`src/common/dragonPkg.sv`:
```
/* dragon collision subsystem shared definitions
   board geometry, FIFO sizing, move opcodes and the beat/report structs */
package dragonPkg;

    // board position byte holds the row in the upper nibble and the column in the lower
    localparam int POS_W = 8;
    localparam int NIBBLE_W = 4;

    // dragon chain
    localparam int NUM_SEGMENTS = 7;
    localparam int LEN_W = 3;  // holds 1..7

    // segment buffer and matching credit pool
    localparam int FIFO_DEPTH = 4;
    localparam int FIFO_PTR_W = 2;
    localparam int CREDIT_W = 3;  // counts 0..FIFO_DEPTH

    // every segment sits here after reset (row 8, column 8)
    localparam logic [POS_W-1:0] HEAD_START = 8'h88;

    // per-frame head move; rows grow downward, columns grow rightward
    typedef enum logic [2:0] {
        MOVE_NONE  = 3'd0,
        MOVE_UP    = 3'd1,  // row - 1
        MOVE_DOWN  = 3'd2,  // row + 1
        MOVE_LEFT  = 3'd3,  // column - 1
        MOVE_RIGHT = 3'd4   // column + 1
    } moveDir_t;

    // producer FSM
    typedef enum logic [1:0] {
        IDLE   = 2'd0,
        MOVE   = 2'd1,
        STREAM = 2'd2
    } bodyState_t;

    // one streamed segment
    typedef struct packed {
        logic [POS_W-1:0] pos;
        logic             lastSeg;  // final segment of the frame
    } segmentBeat_t;

    // positions of the other objects on the board
    typedef struct packed {
        logic [POS_W-1:0] player;
        logic [POS_W-1:0] sword;
        logic [POS_W-1:0] sheep;
    } objectPos_t;

    // per-frame collision flags
    typedef struct packed {
        logic playerHit;
        logic swordHit;
        logic sheepHit;
    } collisionReport_t;

endpackage

```
`src/design/collisionChecker.sv`:
```
/* collision checker
   compares each popped segment with player, sword and sheep, keeps sticky
   flags over the frame and reports them after the last segment */
module collisionChecker import dragonPkg::*; (
    input  logic             clk,
    input  logic             reset,
    input  logic             notEmpty,
    input  segmentBeat_t     headBeat,
    input  objectPos_t       objects,
    input  logic             pause,
    output logic             pop,
    output logic             reportValid,
    output collisionReport_t report
);

    collisionReport_t hits;       // this segment against the three objects
    collisionReport_t flags;      // sticky over the frame
    collisionReport_t flagsNext;

    assign pop = notEmpty && !pause;

    always_comb begin
        hits.playerHit = (headBeat.pos == objects.player);
        hits.swordHit  = (headBeat.pos == objects.sword);
        hits.sheepHit  = (headBeat.pos == objects.sheep);
    end

    // flags restart from zero once the report has gone out
    always_comb begin
        flagsNext = reportValid ? '0 : flags;
        if (pop) begin
            flagsNext = flagsNext | hits;
        end
    end

    always_ff @(posedge clk) begin
        if (!reset) begin
            flags <= '0;
            reportValid <= 1'b0;
        end else begin
            flags <= flagsNext;
            reportValid <= pop && headBeat.lastSeg; // one-cycle pulse
        end
    end

    // holds the frame's final flags while reportValid is high
    assign report = flags;

endmodule

```
`src/design/dragon/dragonBody.sv`:
```
/* dragon body producer
   holds the segment chain, applies the frame move and streams the
   active segments to the buffer under credit control */
module dragonBody import dragonPkg::*; (
    input  logic         clk,
    input  logic         reset,
    input  logic         frameStart,
    input  moveDir_t     move,
    input  logic [LEN_W-1:0] dragonLength,
    input  logic         creditReturn,
    output logic         frameReady,
    output logic         beatValid,
    output segmentBeat_t beat
);

    bodyState_t state;
    moveDir_t moveReg;                     // move latched at frame accept
    logic [LEN_W-1:0] lastIdx;             // index of the final active segment
    logic [LEN_W-1:0] segIdx;              // segment being streamed
    logic [CREDIT_W-1:0] credits;
    logic [POS_W-1:0] segs [NUM_SEGMENTS]; // segs[0] is the head

    // one head step with each nibble wrapping on its own
    function automatic logic [POS_W-1:0] stepHead(input logic [POS_W-1:0] pos,
                                                  input moveDir_t dir);
        logic [NIBBLE_W-1:0] row;
        logic [NIBBLE_W-1:0] col;
        row = pos[POS_W-1:NIBBLE_W];
        col = pos[NIBBLE_W-1:0];
        case (dir)
            MOVE_UP:    row = row - 1'b1;
            MOVE_DOWN:  row = row + 1'b1;
            MOVE_LEFT:  col = col - 1'b1;
            MOVE_RIGHT: col = col + 1'b1;
            default: ;
        endcase
        return {row, col};
    endfunction

    assign frameReady = (state == IDLE);
    assign beatValid = (state == STREAM) && (credits != '0);
    assign beat.pos = segs[segIdx];
    assign beat.lastSeg = (segIdx == lastIdx);

    always_ff @(posedge clk) begin
        if (!reset) begin
            state <= IDLE;
            segIdx <= '0;
            for (int i = 0; i < NUM_SEGMENTS; i++) begin
                segs[i] <= HEAD_START;
            end
        end else begin
            case (state)
                IDLE: begin
                    if (frameStart) begin
                        moveReg <= move;
                        // a length of zero still streams the head
                        lastIdx <= (dragonLength == '0) ? '0 : dragonLength - 1'b1;
                        state <= MOVE;
                    end
                end
                MOVE: begin
                    if (moveReg != MOVE_NONE) begin
                        for (int i = NUM_SEGMENTS - 1; i > 0; i--) begin
                            segs[i] <= segs[i-1]; // each segment takes its leader's place
                        end
                        segs[0] <= stepHead(segs[0], moveReg);
                    end
                    segIdx <= '0;
                    state <= STREAM;
                end
                STREAM: begin
                    if (beatValid) begin
                        if (beat.lastSeg) begin
                            state <= IDLE;
                        end else begin
                            segIdx <= segIdx + 1'b1;
                        end
                    end
                end
                default: state <= IDLE;
            endcase
        end
    end

    // one credit goes out per beat sent and comes back per pop downstream
    always_ff @(posedge clk) begin
        if (!reset) begin
            credits <= CREDIT_W'(FIFO_DEPTH);
        end else begin
            credits <= credits - CREDIT_W'(beatValid) + CREDIT_W'(creditReturn);
        end
    end

    creditsBounded: assert property (@(posedge clk) disable iff (!reset)
        credits <= CREDIT_W'(FIFO_DEPTH));

endmodule

```
`src/design/dragonCollisionUnit.sv`:
```
/* dragon collision unit top
   body feeds segments through the FIFO to the checker */
module dragonCollisionUnit import dragonPkg::*; (
    input  logic             clk,
    input  logic             reset,
    input  logic             frameStart,
    input  moveDir_t         move,
    input  logic [LEN_W-1:0] dragonLength,
    input  objectPos_t       objects,
    input  logic             pause,
    output logic             frameReady,
    output logic             reportValid,
    output collisionReport_t report
);

    logic         beatValid;
    segmentBeat_t beat;
    logic         creditReturn;
    logic         notEmpty;
    segmentBeat_t headBeat;
    logic         pop;

    dragonBody body0 (
        .clk          (clk),
        .reset        (reset),
        .frameStart   (frameStart),
        .move         (move),
        .dragonLength (dragonLength),
        .creditReturn (creditReturn),
        .frameReady   (frameReady),
        .beatValid    (beatValid),
        .beat         (beat)
    );

    segmentFifo fifo0 (
        .clk          (clk),
        .reset        (reset),
        .beatValid    (beatValid),
        .beat         (beat),
        .pop          (pop),
        .notEmpty     (notEmpty),
        .headBeat     (headBeat),
        .creditReturn (creditReturn)
    );

    collisionChecker checker0 (
        .clk         (clk),
        .reset       (reset),
        .notEmpty    (notEmpty),
        .headBeat    (headBeat),
        .objects     (objects),
        .pause       (pause),
        .pop         (pop),
        .reportValid (reportValid),
        .report      (report)
    );

endmodule

```
`src/design/segmentFifo.sv`:
```
/* segment buffer
   small circular FIFO between body and checker, one credit back per pop */
module segmentFifo import dragonPkg::*; (
    input  logic         clk,
    input  logic         reset,
    input  logic         beatValid,
    input  segmentBeat_t beat,
    input  logic         pop,
    output logic         notEmpty,
    output segmentBeat_t headBeat,
    output logic         creditReturn
);

    segmentBeat_t mem [FIFO_DEPTH];
    logic [FIFO_PTR_W-1:0] wrPtr;
    logic [FIFO_PTR_W-1:0] rdPtr;
    logic [CREDIT_W-1:0] count;  // same range as the credit pool

    assign notEmpty = (count != '0);
    assign headBeat = mem[rdPtr];

    // entry written on each push
    always_ff @(posedge clk) begin
        if (beatValid) begin
            mem[wrPtr] <= beat;
        end
    end

    always_ff @(posedge clk) begin
        if (!reset) begin
            wrPtr <= '0;
            rdPtr <= '0;
            count <= '0;
        end else begin
            if (beatValid) begin
                wrPtr <= wrPtr + 1'b1; // wraps at FIFO_DEPTH
            end
            if (pop) begin
                rdPtr <= rdPtr + 1'b1;
            end
            count <= count + CREDIT_W'(beatValid) - CREDIT_W'(pop);
        end
    end

    // freed slot goes back to the producer a cycle after the pop
    always_ff @(posedge clk) begin
        if (!reset) begin
            creditReturn <= 1'b0;
        end else begin
            creditReturn <= pop;
        end
    end

    // credits upstream should make overflow impossible
    noPushWhenFull: assert property (@(posedge clk) disable iff (!reset)
        beatValid |-> (count != CREDIT_W'(FIFO_DEPTH)));

    noPopWhenEmpty: assert property (@(posedge clk) disable iff (!reset)
        pop |-> (count != '0));

endmodule

```
`config.mk`:
```
export PLATFORM = sky130hd
export DESIGN_NAME = dragonCollisionUnit
export DESIGN_NICKNAME = d
export VERILOG_FILES = /design/src/common/dragonPkg.sv /design/src/design/collisionChecker.sv /design/src/design/dragon/dragonBody.sv /design/src/design/dragonCollisionUnit.sv /design/src/design/segmentFifo.sv
export SDC_FILE = /design/constraint.sdc
export NUM_CORES = 1
export LEC_CHECK = 0
export BUFFER_PORTS_ARGS = -buffer_cell sky130_fd_sc_hd__buf_4
export CORE_UTILIZATION = 59
export CTS_CLUSTER_DIAMETER = 150
export DETAILED_ROUTE_END_ITERATION = 10
export GPL_ROUTABILITY_DRIVEN = 0
export PLACE_DENSITY_LB_ADDON = 0.1
export REMOVE_ABC_BUFFERS = 1
export SYNTH_ARGS = -nofsm -noshare
export SYNTH_HDL_FRONTEND = slang
export SYNTH_SLANG_ARGS = --single-unit
```
`constraint.sdc`:
```
create_clock -name clk -period 3 [get_ports clk]
set_input_delay 0.6 -clock clk [delete_from_list [all_inputs] [get_ports clk]]
set_output_delay 0.6 -clock clk [all_outputs]
set_load 0.005 [all_outputs]
```
; ---- Yosys cells after proc, flatten, opt, wreduce, memory -nomap -nowiden
; Memories as Yosys holds them, arrays and structs flattened. A register that Yosys moved wholly into a read port is not among the register bits.
; Cells that the tools add are included.
[classes]
n_addsub = 12
eq_ne = 14
mux = 35
bitwise = 8
n_reduce_logical = 13
[ops]
columns = op, n
row1 = $mux W8, 7
row2 = $eq A8 B8 Y1, 3
row3 = $mux W4, 6
row4 = $mux W3, 6
row5 = $pmux W4 S2, 2
row6 = $mux W2, 5
row7 = $reduce_and A3 Y1, 3
row8 = $reduce_bool A3 Y1, 3
row9 = $add A4 B1 Y4 const B, 2
row10 = $sub A4 B1 Y4 const B, 2
row11 = $mux W1, 7
row12 = $or A1 B1 Y1, 7
row13 = $add A3 B1 Y3, 2
row14 = $eq A3 B2 Y1 const B, 2
row15 = $pmux W2 S3, 1
row16 = $pmux W3 S2, 1
row17 = $sub A3 B1 Y3, 2
row18 = $add A2 B1 Y2 const B, 2
row19 = $ne A2 B1 Y1 const B, 2
row20 = $ne A2 B2 Y1 const B, 2
row21 = $add A3 B1 Y3 const B, 1
row22 = $eq A3 B1 Y1 const B, 1
row23 = $eq A3 B3 Y1, 1
row24 = $eq A3 B3 Y1 const B, 1
row25 = 9 further kinds, 11
[totals]
ff_bits = 26
ram_bits = 92
output_inout_bits = 5
wordCells = 97
memories = 2
[memory_table]
columns = memory, words, width, rd, rd_ports_with_merged_regs, write_ports, line_no
row1 = body0.segs, 7, 8, 7, 1, 7, dragonBody.sv:21  ; logic [POS_W-1:0] segs [NUM_SEGMENTS];
row2 = fifo0.mem, 4, 9, 1, 1, 1, segmentFifo.sv:14  ; segmentBeat_t mem [FIFO_DEPTH];

; ---- Longest topological paths before layout
; Gate-level depths: netlist of the first run.
[depth]
ltp_word = 6
mapped_depth = 12

; ---- By module
; A second synthesis of the first run with hierarchy kept.
[unflattened]
hier_cells = 393
area_unflattened_um2 = 5709.2
[modules_own_cells]
columns = mod, n_inst, cells_each, area_per_inst_um2, seq_area_each_um2
row1 = dragonBody, 1, 258, 3553.4, 2082.0
row2 = segmentFifo, 1, 91, 1764.2, 1281.2
row3 = collisionChecker, 1, 44, 391.6, 80.1

; ---- Least setup slack after synthesis of the first run
; No wires, ideal clock.
[synth_timing]
path_type = register to register
from = register body0.moveReg[1]
to = memory body0.segs[1][0], enable pin
arrival_time_ps = 1931
t_required_ps = 2416
path_slack_ps = 485
path_stages_with_launch = 4
path_buffers = 1
synth_period_minus_slack_ps = 2515
path_cell_list = edfxtp_1 o31ai_1 clkbuf_1 nand2_1
[synth_lines]
columns = element, line_no
row1 = from (decl), dragonBody.sv:17  ; moveDir_t moveReg;
row2 = from (signal assigned), dragonBody.sv:56  ; moveReg <= move;
row3 = to (decl), dragonBody.sv:21

; ---- Final worst setup path of the first run
[layout_timing]
from = register body0.state[0]
to = register body0.credits[2]
[layout_via]
elab_chain_len = 4
[layout_rtl]
columns = element, line_no
row1 = from (decl), dragonBody.sv:16  ; bodyState_t state;
row2 = from (signal assigned), dragonBody.sv:47  ; state <= IDLE;
row3 = from (signal assigned), dragonBody.sv:59  ; state <= MOVE;
row4 = from (signal assigned), dragonBody.sv:70  ; state <= STREAM;
row5 = $eq A2 B2 Y1, dragonBody.sv:41  ; assign beatValid = (state == STREAM) && (credits != '0);
row6 = $logic_and A1 B1 Y1, dragonBody.sv:41
row7 = net beatValid, dragonCollisionUnit.sv:16  ; logic beatValid;
row8 = $sub A3 B1 Y3, dragonBody.sv:91  ; credits <= credits - CREDIT_W'(beatValid) + CREDIT_W'(creditReturn);
row9 = $add A3 B1 Y3, dragonBody.sv:91
row10 = to (signal assigned), dragonBody.sv:89  ; credits <= CREDIT_W'(FIFO_DEPTH);
row11 = to (signal assigned), dragonBody.sv:91
row12 = to (decl), dragonBody.sv:20  ; logic [CREDIT_W-1:0] credits;
; The timed path passes the listed nets, and every way through them passes these cells.
; A chain may end at the register's enable or synchronous reset.

==> results.txt, run 1 <==
----------------------------------------------------
[Outcome]
  Result of the run ... completed

[Clock network]
  Resized Gates After CTS ... 0
  Number of buffers on the longest clock path ... 2
  Clock tree from TritonCTS ... yes
  Root buf cell ... sky130_fd_sc_hd__clkbuf_8
  Source-to-sink clock delay at the later pin of the worst-skew pair ... 0.52 ns
  Number of setup buffers added after CTS ... 0
  Clock tree sinks ... 123
  Clock buffer count from CTS ... 17
  Clock transition at the register clock pins on the worst setup and hold paths after CTS ... 0.06 ns
  Number of hold-repair buffers added at the cts stage ... 0
  Number of levels in the clock H-tree ... 4

[STA]
  Post-layout worst setup margin ... 0.395 ns
  Clock period minus final worst setup slack ... 2.61 ns
  Layout Skew ... 0.0116 ns
  Setup TNS ... 0 ns
  Max_slew headroom ... 0.523
  Fraction of the cycle the final worst path needs ... 0.868
  Pins over their slew limit ... 0
  Final hold violations ... 0
  Setup repair after global routing missed its margin ... no
  Worst hold slack after final layout ... 0.262 ns
  Tightest Pin Transition ... 0.715 ns
  Maximum clock frequency ... 384 MHz
  Final setup fails ... 0

[Floorplanning]
  Initial Utilization ... 0.611
  DIE WIDTH ... 103 um
  Row Count ... 36
  Die span in y ... 103 um
  Die outline area ... 10500 um^2
  Num ports ... 39
  Core Box Area ... 9770 um^2

[Route]
  Count of nets left with antenna violations after detail routing ... 0
  Number of DRC markers after the initial detailed-route iteration ... 173
  Number of vias in the routed layout ... 3553
  Routed length per placed instance ... 16.7 um
  Vias/cell ... 5.52
  Detailed-route DRC error count ... 0
  DRT Pass-1 Iters ... 4
  Routed wire length ... 10700 um

[Logic synthesis]
  Count of distinct cell types in the synthesized netlist ... 54
  Most numerous cell in the Yosys netlist ... sky130_fd_sc_hd__edfxtp_1
  Total standard cell area after synthesis ... 5980 um^2
  Most area-consuming cells after synthesis ... sky130_fd_sc_hd__edfxtp_1, sky130_fd_sc_hd__dfxtp_1, sky130_fd_sc_hd__and2_1
  Share of flip-flops with an asynchronous set or reset after synthesis ... 0
  Area share of the leading cell type in the synthesized netlist ... 0.492
  Biggest area consumer among synthesized cells ... sky130_fd_sc_hd__edfxtp_1
  Most frequently used flop master after synthesis ... sky130_fd_sc_hd__edfxtp_1
  Yosys warnings ... 0
  EDFF count, synth ... 98
  Commonest cells in the synthesized netlist ... sky130_fd_sc_hd__edfxtp_1, sky130_fd_sc_hd__and2_1, sky130_fd_sc_hd__nand2_1, sky130_fd_sc_hd__nor2_1, sky130_fd_sc_hd__mux2i_1
  Avg Synthesized Cell Area ... 13.3 um^2
  Sequential fraction of the synthesis area ... 0.576
  Number of instances in the synthesized netlist ... 448
  Synth Register Bits ... 123

[Place]
  Post-placement setup slack ... 0.363 ns
  Cell count after placement ... 612
  Port buffer count ... 38
  Placed wire-length estimate after detailed placement ... 7210 um
  Placed Instance Area ... 6410 um^2

[Worst hold path]
  Worst Hold Depth ... 1
  Class of the tightest hold or removal check ... in -> reg

[Final layout]
  Antenna diodes ... 0
  Fill cell count ... 691
  Core occupancy in the finished layout ... 0.714
  Synth-to-layout area growth ... 16.7%
  Number of nets in the layout ... 555
  Sequential cell area ... 3440 um^2
  Summed area of non-filler cells in the final layout ... 6980 um^2
  Fraction of final layout cells sized beyond drive strength 1 ... 0.225
  Area taken by multi-input logic gates ... 2390 um^2
  Non-filler cells, final ... 644

[Power]
  Leakage component of the power ... 2.57 nW
  Peak supply drop ... 0.000471 V
  Power per Cell Area ... 763 nW/um^2
  Total power of the final layout ... 5.32 mW

[Critical path]
  Worst Setup Path Type ... reg -> reg
  Crit-path max FO ... 9
  Worst r2r path cells ... 12
  Crit path required time ... 3.41 ns
  CP arrival ... 3.01 ns
  Endpoint kind of the worst setup timing path ... flip-flop
  CP Launch Type ... flip-flop

[GRT]
  Number of global-route vias before repair ... 3399
  Largest net degree at the start of global routing ... 49
  Remaining global-route overflow ... 0
  Initial antenna violation count ... 0
  Gr usage total ... 0.223
  Wire length of the first global-routing pass ... 17000 um

[Run]
  Max-cap viol count ... 0

----------------------------------------------------
[state kept, by name, summed over array words and instances, names as in the netlist, 2 cells and up, named ones only]
signal,flops
body0.segs,56
fifo0.mem,36
body0.credits,3
body0.lastIdx,3
body0.moveReg,3
body0.segIdx,3
checker0.report,3
fifo0.count,3
body0.state,2
fifo0.rdPtr,2
fifo0.wrPtr,2
[cell usage in the layout (no fill, tap or decap), types with 18 or more instances in the layout]
cell type,n
sky130_fd_sc_hd__ha_1,19
sky130_fd_sc_hd__and2_1,42
sky130_fd_sc_hd__nor2_1,27
sky130_fd_sc_hd__mux2i_1,26
sky130_fd_sc_hd__xnor2_1,20
sky130_fd_sc_hd__edfxtp_1,98
sky130_fd_sc_hd__nand2_1,27
sky130_fd_sc_hd__dfxtp_1,25
sky130_fd_sc_hd__clkbuf_16,18
sky130_fd_sc_hd__buf_4,47
[cells by family (layout without fill, tap and decap cells)]
logic type	Yosys count	after routing	synth area share
simple gates	134	134	0.117
xor+xnor	37	37	0.0542
compound gates	45	45	0.0536
mux	55	55	0.121
flops	123	123	0.576
buf+inv	31	94	0.0241
fa+ha+maj	23	23	0.0532
[power by group]
part / switching, mW / leakage [nW] / internal, mW / total [mW]
Clock: 0.755 / 0.291 / 1.16 / 1.92
Combinational: 0.648 / 1.15 / 0.535 / 1.18
Sequential: 0.115 / 1.13 / 2.10 / 2.22
Total: 1.52 / 2.57 / 3.80 / 5.32
[final cells by class]
cell class,instances,area share
clock buffers,21,0.0705
clock inverters,11,0.0106
inverters,15,0.00807
multi-input cells,294,0.343
flip-flops and latches,123,0.494
well taps,133,0.0239
repair buffers,47,0.0506
[final timing paths]
kind | startpoint | endpoint | slack, ns
setup / recovery | body0.state[0] | body0.credits[2] | 0.39
hold reg to reg | checker0.report[1] | checker0.report[1] | 0.46
hold / removal | move[1] | body0.moveReg[1] | 0.26
setup reg to reg | body0.state[0] | body0.credits[2] | 0.39
[worst max-delay path: stages (launching register included)]
cell and delay, ns:
sky130_fd_sc_hd__dfxtp_1 0.34, sky130_fd_sc_hd__inv_1 0.11, sky130_fd_sc_hd__ha_1 0.32, sky130_fd_sc_hd__inv_1 0.12
sky130_fd_sc_hd__nor2_1 0.33, sky130_fd_sc_hd__ha_1 0.30, sky130_fd_sc_hd__inv_1 0.06, sky130_fd_sc_hd__ha_1 0.13
sky130_fd_sc_hd__inv_1 0.04, sky130_fd_sc_hd__fa_1 0.37, sky130_fd_sc_hd__xor2_1 0.17, sky130_fd_sc_hd__xnor2_1 0.15
sky130_fd_sc_hd__nand2_1 0.06
[layer usage]
layer,part of all wire,global-route usage
met1,0.46,0.294
met2,0.50,0.355
met3,0.028,0.0536
met4,0.012,0.0967
met5,0,0
No activity file was read; power rests on OpenSTA's default activity.
==> inputs of run 2 (changes only) <==
--- a/config.mk
+++ b/config.mk
@@ -10,6 +10,7 @@
 export CTS_CLUSTER_DIAMETER = 150
 export DETAILED_ROUTE_END_ITERATION = 10
 export GPL_ROUTABILITY_DRIVEN = 0
+export MAX_ROUTING_LAYER = met4
 export PLACE_DENSITY_LB_ADDON = 0.1
 export REMOVE_ABC_BUFFERS = 1
 export SYNTH_ARGS = -nofsm -noshare
==> run 2 against run 1 <==
Against the previous run:
- sequential share of layout area unchanged
- final area unchanged
- critical path type unchanged
- sequential power about the same
- total power down 0.23%
- core utilization unchanged
- sequential cell count unchanged
- setup slack worse by 0.00099 ns
- largest cell class unchanged
- combinational power about the same
==> results.txt, run 2 (synthesis gave the netlist of run 1 again) <==
----------------------------------------------------
[Outcome]
  Result of the run ... completed

[Critical path]
  Worst r2r path cells ... 12
  Crit path required time ... 3.40 ns
  Crit-path max FO ... 9
  Worst reg2reg path endpoint ... body0.credits[2]
  CP arrival ... 3.01 ns
  Cell repeated most along the worst path ... sky130_fd_sc_hd__inv_1
  Setup slack, reg-to-reg ... 0.39 ns
  Longest individual stage delay on the worst path ... 0.37 ns
  CP Launch Type ... flip-flop
  Endpoint kind of the worst setup timing path ... flip-flop
  CP max-delay cell ... sky130_fd_sc_hd__fa_1
  Critical register-to-register path startpoint ... body0.state[0]
  Crit-path cells ... inv_1 -> ha_1 -> inv_1 -> nor2_1 -> ha_1 -> inv_1 -> ha_1 -> inv_1 -> fa_1 -> xor2_1 -> xnor2_1 -> nand2_1
  Worst Setup Path Type ... reg -> reg

[STA]
  Clock period minus final worst setup slack ... 2.61 ns
  Max_slew headroom ... 0.525
  Setup TNS ... 0 ns
  Tightest Pin Transition ... 0.712 ns
  Layout Skew ... 0.00929 ns
  Pins over their slew limit ... 0
  Maximum clock frequency ... 384 MHz
  Final hold violations ... 0
  Fraction of the cycle the final worst path needs ... 0.869
  Final setup fails ... 0
  Setup repair after global routing missed its margin ... no

[Worst hold path]
  Worst Hold Depth ... 1
  Min-Delay Endpoint ... body0.moveReg[1]
  Class of the tightest hold or removal check ... in -> reg
  Hold path start ... move[1]

[Power]
  Leakage component of the power ... 2.57 nW
  Power per Cell Area ... 761 nW/um^2
  Peak supply drop ... 0.000462 V

[Floorplanning]
  Core Box Area ... 9770 um^2
  Die span in y ... 103 um
  DIE WIDTH ... 103 um
  Row Count ... 36
  Num ports ... 39
  Die outline area ... 10500 um^2
  Initial Utilization ... 0.611

[Clock network]
  Number of levels in the clock H-tree ... 4
  Number of hold-repair buffers added at the cts stage ... 0
  Number of buffers on the longest clock path ... 2
  Resized Gates After CTS ... 0
  Source-to-sink clock delay at the later pin of the worst-skew pair ... 0.51 ns
  Clock transition at the register clock pins on the worst setup and hold paths after CTS ... 0.06 ns
  Clock tree from TritonCTS ... yes
  Number of setup buffers added after CTS ... 0
  Root buf cell ... sky130_fd_sc_hd__clkbuf_8
  Clock buffer count from CTS ... 17
  Clock tree sinks ... 123

[GRT]
  Number of global-route vias before repair ... 3401
  Gr usage total ... 0.230
  Wire length of the first global-routing pass ... 17000 um
  Largest net degree at the start of global routing ... 49
  Initial antenna violation count ... 0
  Remaining global-route overflow ... 0

[Final layout]
  Fraction of final layout cells sized beyond drive strength 1 ... 0.225
  Most frequent cells in the layout ... sky130_fd_sc_hd__edfxtp_1, sky130_fd_sc_hd__buf_4, sky130_fd_sc_hd__and2_1, sky130_fd_sc_hd__nor2_1, sky130_fd_sc_hd__nand2_1
  Largest register by flop count ... body0.segs
  Largest registers ... body0.segs (56), fifo0.mem (36)
  Synth-to-layout area growth ... 16.7%
  Flip-flop count of the largest register after layout ... 56
  Summed area of non-filler cells in the final layout ... 6980 um^2
  Number of nets in the layout ... 555
  Most frequent standard cell in the layout excluding fill and tap cells ... sky130_fd_sc_hd__edfxtp_1
  Antenna diodes ... 0
  Fill cell count ... 691
  Non-filler cells, final ... 644

[Route]
  Number of vias in the routed layout ... 3547
  Routed wire length ... 10700 um
  Vias/cell ... 5.51
  DRT Pass-1 Iters ... 4
  Detailed-route DRC error count ... 0
  Count of nets left with antenna violations after detail routing ... 0
  Number of DRC markers after the initial detailed-route iteration ... 169
  Routed length per placed instance ... 16.6 um

[Place]
  Port buffer count ... 38
  Placed wire-length estimate after detailed placement ... 7210 um
  Cell count after placement ... 612
  Placed Instance Area ... 6410 um^2

[Run]
  Max-cap viol count ... 0

----------------------------------------------------
run 2: cell counts in the layout (fill, tap and decap cells not counted):
Identical to the previous run, type by type.
run 2: area by class of cell:
| type | instances | area, um^2 | area share |
|---|---|---|---|
| Sequential cell | 123 | 3440 | 0.494 |
| Clock inverter | 11 | 73.8 | 0.0106 |
| Tap cell | 133 | 166 | 0.0239 |
| Timing Repair Buffer | 47 | 353 | 0.0506 |
| Multi-Input combinational cell | 294 | 2390 | 0.343 |
| Inverter | 15 | 56.3 | 0.00807 |
| Clock buffer | 21 | 492 | 0.0705 |
run 2: worst max-delay path by stage:
stage,from,endpoint,cells after the start
3_5_place_dp,body0.state[0],body0.credits[2],12
6_report,body0.state[0],body0.credits[2],12
4_1_cts,body0.state[0],body0.credits[2],12
5_1_grt,body0.state[0],body0.credits[2],12
3_3_place_gp,body0.state[0],body0.credits[2],12
2_1_floorplan,body0.moveReg[1],body0.segs[1][0],2
run 2: stage by stage:
step | setup WS [ns] | hold slack, ns | util | power [mW]
2_1_floorplan | 0.233 | 0.442 | - | 3.10
3_3_place_gp | 0.537 | 0.449 | 0.656 | 3.39
3_5_place_dp | 0.363 | 0.451 | 0.656 | 3.43
4_1_cts | 0.357 | 0.239 | 0.714 | 5.35
5_1_grt | 0.203 | 0.239 | 0.714 | 5.56
6_report | 0.394 | 0.271 | 0.714 | 5.31
run 2: layer usage:
metal,up-vias,part of all wire,global-route usage
met5,-,0,-
met4,0,0.012,0.0967
met3,11,0.026,0.0515
met2,52,0.50,0.356
met1,1751,0.46,0.293
li1,1733,-,-
run 2: where the power goes:
group,switching (mW),internal (mW),total (mW)
sequential,0.115,2.10,2.22
clock,0.748,1.16,1.91
combinational,0.643,0.535,1.18
run 2: critical path: cells and delay by family (launching register included):
kind	cells	cell delay (ns)
xor gates and xnor gates	2	0.32
adders and majority gates	4	1.12
DFF	1	0.34
buffers and inverters	4	0.33
and+or+nand+nor	2	0.39
==> inputs of run 3 (changes only) <==
--- a/config.mk
+++ b/config.mk
@@ -6,12 +6,14 @@
 export NUM_CORES = 1
 export LEC_CHECK = 0
 export BUFFER_PORTS_ARGS = -buffer_cell sky130_fd_sc_hd__buf_4
-export CORE_UTILIZATION = 59
+export CELL_PAD_IN_SITES_DETAIL_PLACEMENT = 0
+export CELL_PAD_IN_SITES_GLOBAL_PLACEMENT = 2
+export CORE_UTILIZATION = 43
 export CTS_CLUSTER_DIAMETER = 150
 export DETAILED_ROUTE_END_ITERATION = 10
 export GPL_ROUTABILITY_DRIVEN = 0
 export MAX_ROUTING_LAYER = met4
-export PLACE_DENSITY_LB_ADDON = 0.1
+export PLACE_DENSITY = 0.79
 export REMOVE_ABC_BUFFERS = 1
 export SYNTH_ARGS = -nofsm -noshare
 export SYNTH_HDL_FRONTEND = slang
==> run 3 against run 2 <==
Against the previous run:
- sequential power barely moved
- clock skew fell by 0.0015 ns
- setup slack improved by 0.00058 ns
- critical endpoint unchanged
==> results.txt, run 3 (synthesis gave the netlist of run 1 again) <==
----------------------------------------------------
[Route]
  Number of vias in the routed layout ... 3513
  Number of DRC markers after the initial detailed-route iteration ... 171
  Count of nets left with antenna violations after detail routing ... 0
  Vias/cell ... 5.11
  Routed wire length ... 10900 um
  Routed length per placed instance ... 15.9 um
  DRT Pass-1 Iters ... 4
  Detailed-route DRC error count ... 0

[Run]
  Max-cap viol count ... 0

[STA]
  Tightest Pin Transition ... 0.827 ns
  Final setup fails ... 0
  Pins over their slew limit ... 0
  Final hold violations ... 0
  Setup repair after global routing missed its margin ... no
  Max_slew headroom ... 0.448
  Clock period minus final worst setup slack ... 2.61 ns
  Worst hold slack after final layout ... 0.366 ns
  Layout Skew ... 0.00777 ns
  Fraction of the cycle the final worst path needs ... 0.869
  Maximum clock frequency ... 384 MHz
  Setup TNS ... 0 ns

[Power]
  Peak supply drop ... 0.000436 V
  Portion of total power attributed to combinational logic ... 0.223
  P_sw ... 1.44 mW
  Clk network pwr share ... 0.348
  Sw frac ... 0.276
  Internal Pwr Total ... 3.76 mW
  Part of the total power dissipated in sequential elements ... 0.429
  Leakage component of the power ... 2.54 nW
  Power per Cell Area ... 745 nW/um^2

[Critical path]
  Worst r2r path cells ... 12
  Endpoint kind of the worst setup timing path ... flip-flop
  CP Launch Type ... flip-flop
  Stages on worst setup path ... 12
  Longest individual stage delay on the worst path ... 0.37 ns
  Worst Path Buf+Inv ... 4
  Worst reg2reg path endpoint ... body0.credits[2]
  Crit-path cells ... inv_1 -> ha_1 -> inv_1 -> nor2_1 -> ha_1 -> inv_1 -> ha_1 -> inv_1 -> fa_1 -> xor2_1 -> xnor2_1 -> nand2_1
  Crit-path max FO ... 9
  Crit path required time ... 3.30 ns
  Cell repeated most along the worst path ... sky130_fd_sc_hd__inv_1
  Worst Setup Path Type ... reg -> reg
  CP arrival ... 2.90 ns
  Cell family with the largest share of critical-path delay ... adder cells
  Critical register-to-register path startpoint ... body0.state[0]
  CP max-delay cell ... sky130_fd_sc_hd__fa_1
  Setup slack, reg-to-reg ... 0.39 ns

[Clock network]
  Number of hold-repair buffers added at the cts stage ... 0
  Root buf cell ... sky130_fd_sc_hd__clkbuf_16
  Number of setup buffers added after CTS ... 0
  Clock tree sinks ... 123
  Source-to-sink clock delay at the later pin of the worst-skew pair ... 0.41 ns
  Clock buffer count from CTS ... 17
  Resized Gates After CTS ... 0
  Clock tree from TritonCTS ... yes
  Clock transition at the register clock pins on the worst setup and hold paths after CTS ... 0.05 ns
  Number of buffers on the longest clock path ... 2
  Number of levels in the clock H-tree ... 4

[Final layout]
  Flip-flop count of the largest register after layout ... 56
  Fraction of final layout cells sized beyond drive strength 1 ... 0.213
  Largest registers ... body0.segs (56), fifo0.mem (36)
  Core occupancy in the finished layout ... 0.521
  Antenna diodes ... 0
  Synth-to-layout area growth ... 16.9%
  Fill cell count ... 1190
  Most frequent cells in the layout ... sky130_fd_sc_hd__edfxtp_1, sky130_fd_sc_hd__buf_4, sky130_fd_sc_hd__and2_1, sky130_fd_sc_hd__nor2_1, sky130_fd_sc_hd__nand2_1
  Most frequent standard cell in the layout excluding fill and tap cells ... sky130_fd_sc_hd__edfxtp_1
  Number of nets in the layout ... 555
  Largest register by flop count ... body0.segs
  Non-filler cells, final ... 687

[Worst hold path]
  Class of the tightest hold or removal check ... in -> reg
  Hold path start ... move[0]
  Worst Hold Depth ... 1
  Min-Delay Endpoint ... body0.moveReg[0]

[GRT]
  Wire length of the first global-routing pass ... 17800 um
  Gr usage total ... 0.171
  Number of global-route vias before repair ... 3540
  Initial antenna violation count ... 0
  Remaining global-route overflow ... 0
  Largest net degree at the start of global routing ... 49

[Floorplanning]
  Num ports ... 39
  Initial Utilization ... 0.446
  Die outline area ... 14400 um^2
  Core Box Area ... 13400 um^2
  Die span in y ... 120 um
  DIE WIDTH ... 120 um
  Row Count ... 42

[Outcome]
  Result of the run ... completed

[Place]
  Placed wire-length estimate after detailed placement ... 7640 um
  Port buffer count ... 38
  Cell count after placement ... 655

----------------------------------------------------
run 3: per-stage QoR:
stage,total power [mW],worst slack [ns],cell area [um^2]
after global placement,3.41,0.498,6460
after CTS,5.26,0.372,6980
final,5.20,0.394,6980
after detailed placement,3.43,0.373,6460
after global routing,5.46,0.171,6980
after floorplan,3.10,0.233,5890
run 3: worst max-delay path by stage:
stage,startpoint,end,slack (ns)
floorplan,body0.moveReg[1],body0.segs[1][0],0.23
global placement,body0.state[0],body0.credits[2],0.50
detailed placement,body0.state[0],body0.credits[2],0.37
CTS,body0.state[0],body0.credits[2],0.37
global route,body0.state[0],body0.credits[2],0.17
finish,body0.state[0],body0.credits[2],0.39
run 3: per-layer routing:
metal / share of wire / routed length [um] / track usage / up-vias
met4: 0.018 / 198 / 0.0734 / 0
met1: 0.47 / 5130 / 0.214 / 1695
met2: 0.47 / 5150 / 0.261 / 70
met3: 0.039 / 429 / 0.0447 / 17
li1: - / - / - / 1731
met5: 0 / 0 / - / -
run 3: worst reg2reg max path: stages, from the launching register on:
cell and delay (ns):
sky130_fd_sc_hd__dfxtp_1 0.33, sky130_fd_sc_hd__inv_1 0.11, sky130_fd_sc_hd__ha_1 0.33, sky130_fd_sc_hd__inv_1 0.13
sky130_fd_sc_hd__nor2_1 0.34, sky130_fd_sc_hd__ha_1 0.30, sky130_fd_sc_hd__inv_1 0.05, sky130_fd_sc_hd__ha_1 0.13
sky130_fd_sc_hd__inv_1 0.05, sky130_fd_sc_hd__fa_1 0.37, sky130_fd_sc_hd__xor2_1 0.17, sky130_fd_sc_hd__xnor2_1 0.13
sky130_fd_sc_hd__nand2_1 0.06
run 3: final cells by class:
class	instances	area, um^2	area share
multi-input cells	294	2390	0.342
inverters	15	56.3	0.00806
well taps	176	220	0.0315
repair buffers	47	353	0.0505
flip-flops and latches	123	3440	0.493
clock buffers	22	444	0.0636
clock inverters	10	76.3	0.0109
run 3: power by group through the flow:
| stage | combinational [mW] | sequential [mW] | clock, mW |
|---|---|---|---|
| after floorplan | 0.831 | 2.27 | 0 |
| after global placement | 1.16 | 2.26 | 0 |
| after detailed placement | 1.17 | 2.26 | 0 |
| after CTS | 1.18 | 2.23 | 1.85 |
| after global routing | 1.30 | 2.26 | 1.90 |
| final | 1.16 | 2.23 | 1.81 |
